`config.mk`:
```
export PLATFORM = sky130hd
export DESIGN_NAME = cpu_core_top
export DESIGN_NICKNAME = d
export VERILOG_FILES = /design/src/design/cpu_pkg.sv /design/src/design/cpu_core_top.sv /design/src/design/exec_unit.sv /design/src/design/fetch_unit.sv /design/src/design/hazard_ctrl.sv /design/src/design/inst_decode.sv /design/src/design/mem_arbiter.sv /design/src/design/pipe_reg.sv /design/src/design/reg_file.sv
export SDC_FILE = /design/constraint.sdc
export NUM_CORES = 2
export LEC_CHECK = 0
export BUFFER_PORTS_ARGS = -buffer_cell sky130_fd_sc_hd__buf_2
export CAP_MARGIN = 10
export CORE_MARGIN = 1
export CORE_UTILIZATION = 30
export CTS_BUF_LIST = sky130_fd_sc_hd__clkbuf_8
export DETAILED_ROUTE_END_ITERATION = 12
export GPL_ROUTABILITY_DRIVEN = 0
export PLACE_DENSITY = 0.55
export SLEW_MARGIN = 20
export SYNTH_ARGS = -nofsm -noshare
export SYNTH_HDL_FRONTEND = slang
export SYNTH_SLANG_ARGS = --single-unit
```
`constraint.sdc`:
```
create_clock -name clk -period 7.4 [get_ports clk]
set_input_delay 0 -clock clk [delete_from_list [all_inputs] [get_ports clk]]
set_output_delay 0 -clock clk [all_outputs]
set_load 0.03 [all_outputs]
```
`src/design/cpu_pkg.sv`:
```
`default_nettype none

package cpu_pkg;

    //////////////////////////////
    // Widths and reset values
    //////////////////////////////
    localparam int xlen = 32;
    localparam logic [xlen-1:0] reset_pc = '0;

    typedef logic [4:0] reg_addr_t;

    // Opcode field, bits 31:26
    localparam logic [5:0] op_rtype = 6'h00;
    localparam logic [5:0] op_j     = 6'h02;
    localparam logic [5:0] op_beq   = 6'h04;
    localparam logic [5:0] op_addi  = 6'h08;
    localparam logic [5:0] op_lw    = 6'h23;
    localparam logic [5:0] op_sw    = 6'h2b;

    // Funct field for R-type
    localparam logic [5:0] funct_add = 6'h20;
    localparam logic [5:0] funct_sub = 6'h22;
    localparam logic [5:0] funct_and = 6'h24;
    localparam logic [5:0] funct_or  = 6'h25;
    localparam logic [5:0] funct_slt = 6'h2a;

    typedef enum logic [2:0] {
        alu_add,
        alu_sub,
        alu_and,
        alu_or,
        alu_slt
    } alu_op_e;

    typedef enum logic {
        fwd_reg,
        fwd_wb
    } fwd_sel_e;

    //////////////////////////////
    // Bus and stage payloads
    //////////////////////////////
    typedef struct packed {
        logic            rd_stb;
        logic            wr_stb;
        logic [xlen-1:0] addr;
        logic [xlen-1:0] wdata;
    } mem_req_t;

    typedef struct packed {
        logic            valid;
        logic [xlen-1:0] pc;
        logic [xlen-1:0] instr;
    } if_id_t;

    typedef struct packed {
        logic            valid;
        logic [xlen-1:0] pc_4;
        logic [xlen-1:0] op_a;
        logic [xlen-1:0] op_b;
        logic [xlen-1:0] imm_ext;
        reg_addr_t       rs;
        reg_addr_t       rt;
        reg_addr_t       rd;
        alu_op_e         alu_op;
        logic            b_sel;
        logic            reg_w;
        logic            mem_r;
        logic            mem_w;
        logic            branch;
        logic            jmp;
        logic [xlen-1:0] jmp_target;
    } id_ex_t;

    // Also serves as the retire record
    typedef struct packed {
        logic            valid;
        logic            reg_w;
        reg_addr_t       rd;
        logic [xlen-1:0] result;
    } ex_wb_t;

endpackage

`default_nettype wire

```
`src/design/cpu_core_top.sv`:
```
`timescale 1ns/1ns
`default_nettype none

module cpu_core_top import cpu_pkg::*; (
    input  logic            clk,
    input  logic            arst_n,
    output mem_req_t        mem_req,
    input  logic [xlen-1:0] mem_rdata,
    output ex_wb_t          retire
);

    mem_req_t        fetch_req;
    mem_req_t        data_req;
    logic [xlen-1:0] fetch_rdata;
    logic [xlen-1:0] data_rdata;
    logic            fetch_gnt;
    logic            pc_hold;
    logic            if_id_flush;
    logic            id_ex_flush;
    logic            redirect;
    logic [xlen-1:0] redirect_pc;
    fwd_sel_e        fwd_a;
    fwd_sel_e        fwd_b;
    if_id_t          if_id_d;
    if_id_t          if_id_q;
    id_ex_t          id_ex_d;
    id_ex_t          id_ex_q;
    ex_wb_t          ex_wb_d;
    reg_addr_t       rs;
    reg_addr_t       rt;
    logic [xlen-1:0] rs_data;
    logic [xlen-1:0] rt_data;

    //////////////////////////////
    // Fetch and decode
    //////////////////////////////
    fetch_unit u_fetch (
        .clk(clk), .arst_n(arst_n), .pc_hold(pc_hold), .redirect(redirect),
        .redirect_pc(redirect_pc), .fetch_req(fetch_req),
        .fetch_rdata(fetch_rdata), .if_id_d(if_id_d)
    );

    pipe_reg #(.payload_t(if_id_t)) u_if_id (
        .clk(clk), .arst_n(arst_n), .stall(1'b0), .flush(if_id_flush),
        .d(if_id_d), .q(if_id_q)
    );

    inst_decode u_decode (
        .if_id(if_id_q), .rs(rs), .rt(rt), .rs_data(rs_data),
        .rt_data(rt_data), .id_ex_d(id_ex_d)
    );

    reg_file u_regs (
        .clk(clk), .arst_n(arst_n), .rs(rs), .rt(rt), .rs_data(rs_data),
        .rt_data(rt_data), .wb(retire)
    );

    //////////////////////////////
    // Execute and writeback
    //////////////////////////////
    pipe_reg #(.payload_t(id_ex_t)) u_id_ex (
        .clk(clk), .arst_n(arst_n), .stall(1'b0), .flush(id_ex_flush),
        .d(id_ex_d), .q(id_ex_q)
    );

    exec_unit u_exec (
        .id_ex(id_ex_q), .fwd_a(fwd_a), .fwd_b(fwd_b), .wb_result(retire.result),
        .data_req(data_req), .data_rdata(data_rdata), .redirect(redirect),
        .redirect_pc(redirect_pc), .ex_wb_d(ex_wb_d)
    );

    // EX/WB is never flushed, a retiring instruction always completes
    pipe_reg #(.payload_t(ex_wb_t)) u_ex_wb (
        .clk(clk), .arst_n(arst_n), .stall(1'b0), .flush(1'b0),
        .d(ex_wb_d), .q(retire)
    );

    mem_arbiter u_arb (
        .fetch_req(fetch_req), .data_req(data_req), .mem_req(mem_req),
        .mem_rdata(mem_rdata), .fetch_rdata(fetch_rdata),
        .data_rdata(data_rdata), .fetch_gnt(fetch_gnt)
    );

    hazard_ctrl u_hazard (
        .fetch_gnt(fetch_gnt), .redirect(redirect), .id_ex(id_ex_q),
        .ex_wb(retire), .pc_hold(pc_hold), .if_id_flush(if_id_flush),
        .id_ex_flush(id_ex_flush), .fwd_a(fwd_a), .fwd_b(fwd_b)
    );

endmodule

`default_nettype wire

```
`src/design/exec_unit.sv`:
```
`timescale 1ns/1ns
`default_nettype none

module exec_unit import cpu_pkg::*; (
    input  id_ex_t          id_ex,
    input  fwd_sel_e        fwd_a,
    input  fwd_sel_e        fwd_b,
    input  logic [xlen-1:0] wb_result,
    output mem_req_t        data_req,
    input  logic [xlen-1:0] data_rdata,
    output logic            redirect,
    output logic [xlen-1:0] redirect_pc,
    output ex_wb_t          ex_wb_d
);

    logic [xlen-1:0] src_a;
    logic [xlen-1:0] src_b;
    logic [xlen-1:0] alu_b;
    logic [xlen-1:0] alu_res;
    logic [xlen-1:0] br_target;

    assign src_a = (fwd_a == fwd_wb) ? wb_result : id_ex.op_a;
    assign src_b = (fwd_b == fwd_wb) ? wb_result : id_ex.op_b;
    assign alu_b = id_ex.b_sel ? id_ex.imm_ext : src_b;

    always_comb begin
        case (id_ex.alu_op)
            alu_sub: alu_res = src_a - alu_b;
            alu_and: alu_res = src_a & alu_b;
            alu_or:  alu_res = src_a | alu_b;
            alu_slt: alu_res = {31'd0, $signed(src_a) < $signed(alu_b)};
            default: alu_res = src_a + alu_b;
        endcase
    end

    // Branch offset counts words
    assign br_target   = id_ex.pc_4 + {id_ex.imm_ext[xlen-3:0], 2'b00};
    assign redirect    = id_ex.valid && (id_ex.jmp || (id_ex.branch && src_a == src_b));
    assign redirect_pc = id_ex.jmp ? id_ex.jmp_target : br_target;

    always_comb begin
        data_req.rd_stb = id_ex.valid && id_ex.mem_r;
        data_req.wr_stb = id_ex.valid && id_ex.mem_w;
        data_req.addr   = {alu_res[xlen-1:2], 2'b00};
        data_req.wdata  = src_b;
    end

    always_comb begin
        ex_wb_d.valid  = id_ex.valid;
        ex_wb_d.reg_w  = id_ex.reg_w;
        ex_wb_d.rd     = id_ex.rd;
        ex_wb_d.result = id_ex.mem_r ? data_rdata : alu_res;
    end

    // Decode never marks one instruction as both load and store
    always_comb begin
        one_mem_op: assert final (!(id_ex.valid === 1'b1 && id_ex.mem_r === 1'b1 &&
                                    id_ex.mem_w === 1'b1))
            else $error("exec_unit got load and store together");
    end

endmodule

`default_nettype wire

```
`src/design/fetch_unit.sv`:
```
`timescale 1ns/1ns
`default_nettype none

module fetch_unit import cpu_pkg::*; (
    input  logic            clk,
    input  logic            arst_n,
    input  logic            pc_hold,
    input  logic            redirect,
    input  logic [xlen-1:0] redirect_pc,
    output mem_req_t        fetch_req,
    input  logic [xlen-1:0] fetch_rdata,
    output if_id_t          if_id_d
);

    logic [xlen-1:0] pc;

    // Redirect beats a hold from a lost grant
    always_ff @(posedge clk or negedge arst_n) begin
        if (!arst_n) begin
            pc <= reset_pc;
        end else if (redirect) begin
            pc <= redirect_pc;
        end else if (!pc_hold) begin
            pc <= pc + 32'd4;
        end
    end

    // Read at pc every cycle
    always_comb begin
        fetch_req        = '0;
        fetch_req.rd_stb = 1'b1;
        fetch_req.addr   = pc;
    end

    always_comb begin
        if_id_d.valid = 1'b1;
        if_id_d.pc    = pc;
        if_id_d.instr = fetch_rdata;
    end

endmodule

`default_nettype wire

```
`src/design/hazard_ctrl.sv`:
```
`timescale 1ns/1ns
`default_nettype none

module hazard_ctrl import cpu_pkg::*; (
    input  logic     fetch_gnt,
    input  logic     redirect,
    input  id_ex_t   id_ex,
    input  ex_wb_t   ex_wb,
    output logic     pc_hold,
    output logic     if_id_flush,
    output logic     id_ex_flush,
    output fwd_sel_e fwd_a,
    output fwd_sel_e fwd_b
);

    logic wb_writes;

    // Lost grant means nothing valid was fetched
    assign pc_hold     = !fetch_gnt;
    assign if_id_flush = !fetch_gnt || redirect;
    assign id_ex_flush = redirect;

    // Only a live write to a nonzero register is worth forwarding
    assign wb_writes = ex_wb.valid && ex_wb.reg_w && (ex_wb.rd != '0);

    always_comb begin
        fwd_a = fwd_reg;
        fwd_b = fwd_reg;
        if (wb_writes && ex_wb.rd == id_ex.rs) begin
            fwd_a = fwd_wb;
        end
        if (wb_writes && ex_wb.rd == id_ex.rt) begin
            fwd_b = fwd_wb;
        end
    end

endmodule

`default_nettype wire

```
`src/design/inst_decode.sv`:
```
`timescale 1ns/1ns
`default_nettype none

module inst_decode import cpu_pkg::*; (
    input  if_id_t          if_id,
    output reg_addr_t       rs,
    output reg_addr_t       rt,
    input  logic [xlen-1:0] rs_data,
    input  logic [xlen-1:0] rt_data,
    output id_ex_t          id_ex_d
);

    logic [5:0] opcode;
    logic [5:0] funct;
    reg_addr_t  rd_field;
    logic       known;

    assign opcode   = if_id.instr[31:26];
    assign funct    = if_id.instr[5:0];
    assign rs       = if_id.instr[25:21];
    assign rt       = if_id.instr[20:16];
    assign rd_field = if_id.instr[15:11];

    always_comb begin
        known              = 1'b1;
        id_ex_d            = '0;
        id_ex_d.pc_4       = if_id.pc + 32'd4;
        id_ex_d.op_a       = rs_data;
        id_ex_d.op_b       = rt_data;
        id_ex_d.imm_ext    = {{16{if_id.instr[15]}}, if_id.instr[15:0]};
        id_ex_d.rs         = rs;
        id_ex_d.rt         = rt;
        id_ex_d.jmp_target = {id_ex_d.pc_4[31:28], if_id.instr[25:0], 2'b00};

        case (opcode)
            op_rtype: begin
                id_ex_d.reg_w = 1'b1;
                id_ex_d.rd    = rd_field;
                case (funct)
                    funct_add: id_ex_d.alu_op = alu_add;
                    funct_sub: id_ex_d.alu_op = alu_sub;
                    funct_and: id_ex_d.alu_op = alu_and;
                    funct_or:  id_ex_d.alu_op = alu_or;
                    funct_slt: id_ex_d.alu_op = alu_slt;
                    default:   known = 1'b0;
                endcase
            end
            op_addi, op_lw: begin
                id_ex_d.reg_w = 1'b1;
                id_ex_d.b_sel = 1'b1;
                id_ex_d.mem_r = (opcode == op_lw);
                id_ex_d.rd    = rt;
            end
            op_sw: begin
                id_ex_d.b_sel = 1'b1;
                id_ex_d.mem_w = 1'b1;
            end
            op_beq:  id_ex_d.branch = 1'b1;
            op_j:    id_ex_d.jmp = 1'b1;
            default: known = 1'b0;
        endcase

        // Empty slot or unknown encoding leaves a clean bubble
        id_ex_d.valid = if_id.valid && known;
        if (!id_ex_d.valid) begin
            id_ex_d = '0;
        end
    end

endmodule

`default_nettype wire

```
`src/design/mem_arbiter.sv`:
```
`timescale 1ns/1ns
`default_nettype none

module mem_arbiter import cpu_pkg::*; (
    input  mem_req_t        fetch_req,
    input  mem_req_t        data_req,
    output mem_req_t        mem_req,
    input  logic [xlen-1:0] mem_rdata,
    output logic [xlen-1:0] fetch_rdata,
    output logic [xlen-1:0] data_rdata,
    output logic            fetch_gnt
);

    logic data_active;

    assign data_active = data_req.rd_stb || data_req.wr_stb;

    // Data side has priority, fetch retries next cycle
    assign fetch_gnt = !data_active;

    always_comb begin
        if (data_active) begin
            mem_req = data_req;
        end else begin
            mem_req = fetch_req;
        end
    end

    // Same-cycle memory, read data simply fans out
    assign fetch_rdata = mem_rdata;
    assign data_rdata  = mem_rdata;

    // Bus never sees read and write in one cycle
    always_comb begin
        strobe_excl: assert final (!(mem_req.rd_stb === 1'b1 && mem_req.wr_stb === 1'b1))
            else $error("memory bus has read and write strobes together");
    end

endmodule

`default_nettype wire

```
`src/design/pipe_reg.sv`:
```
`timescale 1ns/1ns
`default_nettype none

module pipe_reg #(
    parameter type payload_t = logic
) (
    input  logic     clk,
    input  logic     arst_n,
    input  logic     stall,
    input  logic     flush,
    input  payload_t d,
    output payload_t q
);

    // Stall wins over flush, a flushed stage becomes an all-zero bubble
    always_ff @(posedge clk or negedge arst_n) begin
        if (!arst_n) begin
            q <= '0;
        end else if (flush && !stall) begin
            q <= '0;
        end else if (!stall) begin
            q <= d;
        end
    end

    // A stalled stage keeps its payload across the edge
    hold_on_stall: assert property (
        @(posedge clk) disable iff (!arst_n)
        stall |=> $stable(q)
    ) else $error("pipe_reg payload changed under stall");

endmodule

`default_nettype wire

```
`src/design/reg_file.sv`:
```
`timescale 1ns/1ns
`default_nettype none

module reg_file import cpu_pkg::*; (
    input  logic            clk,
    input  logic            arst_n,
    input  reg_addr_t       rs,
    input  reg_addr_t       rt,
    output logic [xlen-1:0] rs_data,
    output logic [xlen-1:0] rt_data,
    input  ex_wb_t          wb
);

    logic [xlen-1:0] regs [32];
    logic            wr_en;

    assign wr_en = wb.valid && wb.reg_w;

    always_ff @(posedge clk or negedge arst_n) begin
        if (!arst_n) begin
            for (int i = 0; i < 32; i++) begin
                regs[i] <= '0;
            end
        end else if (wr_en) begin
            regs[wb.rd] <= wb.result;
        end
    end

    // Write-through so decode sees the retiring value
    assign rs_data = (rs == '0) ? '0 :
                     (wr_en && wb.rd == rs) ? wb.result : regs[rs];
    assign rt_data = (rt == '0) ? '0 :
                     (wr_en && wb.rd == rt) ? wb.result : regs[rt];

endmodule

`default_nettype wire

```
==> key figures <==
Setup path
  – Worst Reg-to-Reg Cells: 17
  – CP max FO: 46
  – Slowest cell on crit path: dfrtp_1
  – Crit path DAT: 7.15 ns
  – Buffers and inverters on the worst path: 3
  – Setup CP Type: reg -> out
  – Delay-heaviest family, CP: simple AND/OR/NAND/NOR gates
  – Reg2Reg Launch Point: u_ex_wb.q[36]
  – R2R Setup Slk: 1.30 ns
  – Worst path depth: 19
  – CP startpoint kind: flop
  – R2R Path End: u_ex_wb.q[23]
  – CP Data Required Time: 7.40 ns
  – Setup crit end kind: output port
  – CP cell instances: xor2_1 > nor3_1 > nand3_4 > buf_4 > a21o_1 > ha_1 > nand2b_1 > a21o_1 > a21oi_1 > nor4_1 > a21oi_1 > a2111oi_0 > buf_4 > or2_2 > o21ai_0 > mux2i_1 > nor3_1 > o21ai_0 > buf_2
  – Crit path largest cell delay: 0.57 ns

Outcome
  – Outcome: finished clean

Route
  – # DRC: 0
  – DR vias: 53506
  – DRT antenna net count: 0
  – DR iter-0 viols: 6007
  – Post-DR vias/cell: 5.67
  – Total wire length: 256 mm
  – Drt first pass iters: 8
  – WL/cell: 27.1 µm

Hold path
  – Hold EP: u_ex_wb.q[16]
  – HP Class: in -> reg
  – Min-Delay Startpoint: mem_rdata[16]
  – WHS Path Cells: 4

Layout
  – Post-route cell area: 82500 µm²
  – Sequential Area: 32500 µm²
  – Share of post-route cells with drive strength above 1: 31.7%
  – Post-Layout Cell Count: 9431
  – Fill cells: 23992
  – Layout area overhead: 12.4%
  – Post-layout util: 33.9%
  – NumNets Final: 6229
  – Footprint of the multi-input gates: 38500 µm²

Placed design
  – Worst Setup Slack post-DPL: 1.20 ns
  – Placed cell count: 8981
  – Area post-placement: 77400 µm²
  – HPWL Detailed: 152 mm
  – IO buf count: 138

Timing
  – Pins Over Slew Limit: 0
  – Final period util: 96.6%
  – Final number of setup-violating endpoints: 0
  – Hold Vio Cnt, Final: 0
  – RSZ-0062 raised after global routing: false
  – Slew at the pin closest to its max-slew limit: 1.15 ns
  – Clock skew: 0.0538 ns
  – Max Fclk: 140 MHz
  – Minimum clock period: 7.15 ns
  – Setup_tns: 0 ns
  – Final WS setup: 0.251 ns
  – Hold Slack: 0.0810 ns
  – Slew HR: 23.3%

Floorplanning
  – Num rows: 181
  – Die H: 497 µm
  – Initial Util: 30.2%
  – DIE AREA: 247000 µm²
  – Die Width: 497 µm
  – # IOs: 139
  – Core ar.: 243000 µm²

Global routing
  – First-pass GRT wire length: 375 mm
  – Antenna violations before repair: 9
  – Vias in the first global route: 53570
  – Total gr overflow: 0
  – Total GRT Usage: 20.7%
  – Largest net degree at the start of global routing: 173

Power and ir drop
  – Worst vdd ir: 191 µV
  – Power per Cell Area: 175 nW/µm²
  – Overall power: 14.5 mW
  – Leak: 37.1 nW

Clock tree
  – Worst-path clk slew: 0.06 ns
  – Total clock sinks: 1297
  – CTS tree: yes
  – Cts bufs inserted: 217
  – Post-CTS Setup Bufs: 0
  – Clock latency on the worst-skew pair: 0.98 ns
  – Root buf cell: clkbuf_8
  – CTS max path bufs: 3
  – H-Tree Depth: 4

Yosys
  – Post-synth EDFFs: 0
  – Dominant cell type by area after synthesis: dfrtp_1
  – Synth Flop Type: dfrtp_1
  – Post-synth top area share: 44.2%
  – Commonest cells in the netlist: dfrtp_1 (1297), mux2_2 (672), mux4_2 (640)
  – Post-synth ARST share: 100%
  – Warnings from Yosys: 0
  – Synth cell types: 89
  – Post-Syn Instances: 6084
  – Seq/Total Area, Yosys: 44.2%
  – Synth top area cells: dfrtp_1 (44%), mux4_2 (20%), mux2_2 (10%)
  – Area of the mapped netlist: 73400 µm²
  – Syn_area_per_cell: 12.1 µm²
  – Count leader, synth: dfrtp_1
  – Syn Nets: 6248
  – #FFs+latches synth: 1297

Run
  – Max Cap Viol: 0
report_power, final:
group          internal [mW]  leakage [nW]  switching (mW)
clock                   3.45          2.51            3.07
sequential              7.12          18.0          0.0737
combinational          0.248          16.6           0.486
total                   10.8          37.1            3.63
worst max-delay path by stage:
stage                   from           to  slack [ns]
2_1_floorplan  u_ex_wb.q[34]  mem_req[63]        1.72
3_5_place_dp   u_ex_wb.q[36]  mem_req[53]        1.20
6_report       u_ex_wb.q[36]  mem_req[59]        0.25
3_3_place_gp   u_ex_wb.q[36]  mem_req[53]        1.09
4_1_cts        u_ex_wb.q[36]  mem_req[53]        0.15
5_1_grt        u_ex_wb.q[36]  mem_req[60]       0.001
kinds of logic after synthesis:
group / after synthesis / share of synthesized area, %
AO/OA/AOI/OAI: 1059 / 8.78
XOR/XNOR: 132 / 1.58
adder cells (fa/ha/maj): 130 / 2.25
buffers and inverters: 717 / 3.79
flip-flops: 1297 / 44.2
multiplexers: 1407 / 31.3
AND/OR/NAND/NOR: 1342 / 8.13
worst reg2reg max path, cell delays in order (launching register included):
cell       delay (ns)
dfrtp_1          0.57
xor2_1           0.25
nor3_1           0.51
nand3_4          0.48
buf_4            0.48
a21o_1           0.29
ha_1             0.44
nand2b_1         0.20
a21o_1           0.18
a21oi_1          0.22
nor4_1           0.08
a21oi_1          0.51
a2111oi_0        0.22
buf_4            0.19
or2_2            0.31
a221o_1          0.35
a221o_1          0.43
mux2_2           0.30
layer usage:
layer  routed length (µm)  up-vias  GRT usage, %
met2               115000     2378          31.7
met5                    0        -             0
li1                     -    22455             -
met4                10800        0          8.74
met1               109000    28192          28.5
met3                21200      481          4.23
final cells by class:
class	instances	area share [%]
Inverter	159	0.723
Antenna cell	3	0.00910
Clock buffer	272	4.54
Timing Repair Buffer	320	3.05
Sequential cell	1297	39.4
Multi-Input combinational cell	4070	46.7
Tap cell	3202	4.85
Clock inverter	108	0.749
registers in the layout (all words and copies together) (netlist names):
name	count
u_ex_wb.q	39
u_fetch.pc	32
u_id_ex.q	137
u_if_id.q	65
u_regs.regs	1024
cells in the final DEF, fill, tap and decap left out, types with 127 or more instances in the layout:
cell / netlist / layout
dfrtp_1: 1297 / 1287
mux2_2: 672 / 672
mux4_2: 640 / 640
nand2_1: 607 / 592
o21ai_0: 529 / 528
nor2_1: 311 / 293
clkbuf_8: 0 / 272
inv_1: 135 / 204
a21oi_1: 166 / 166
buf_2: 23 / 138
nor3_1: 135 / 133
ha_1: 127 / 127
repair_timing:
item | CTS | global route
hold buffers | 65 | 0
hold endpoints to repair | 1067 | 0
endpoints found under the setup margin | 0 | 5
gates resized for setup | 0 | 4
Power figures use the tool's default switching activity.
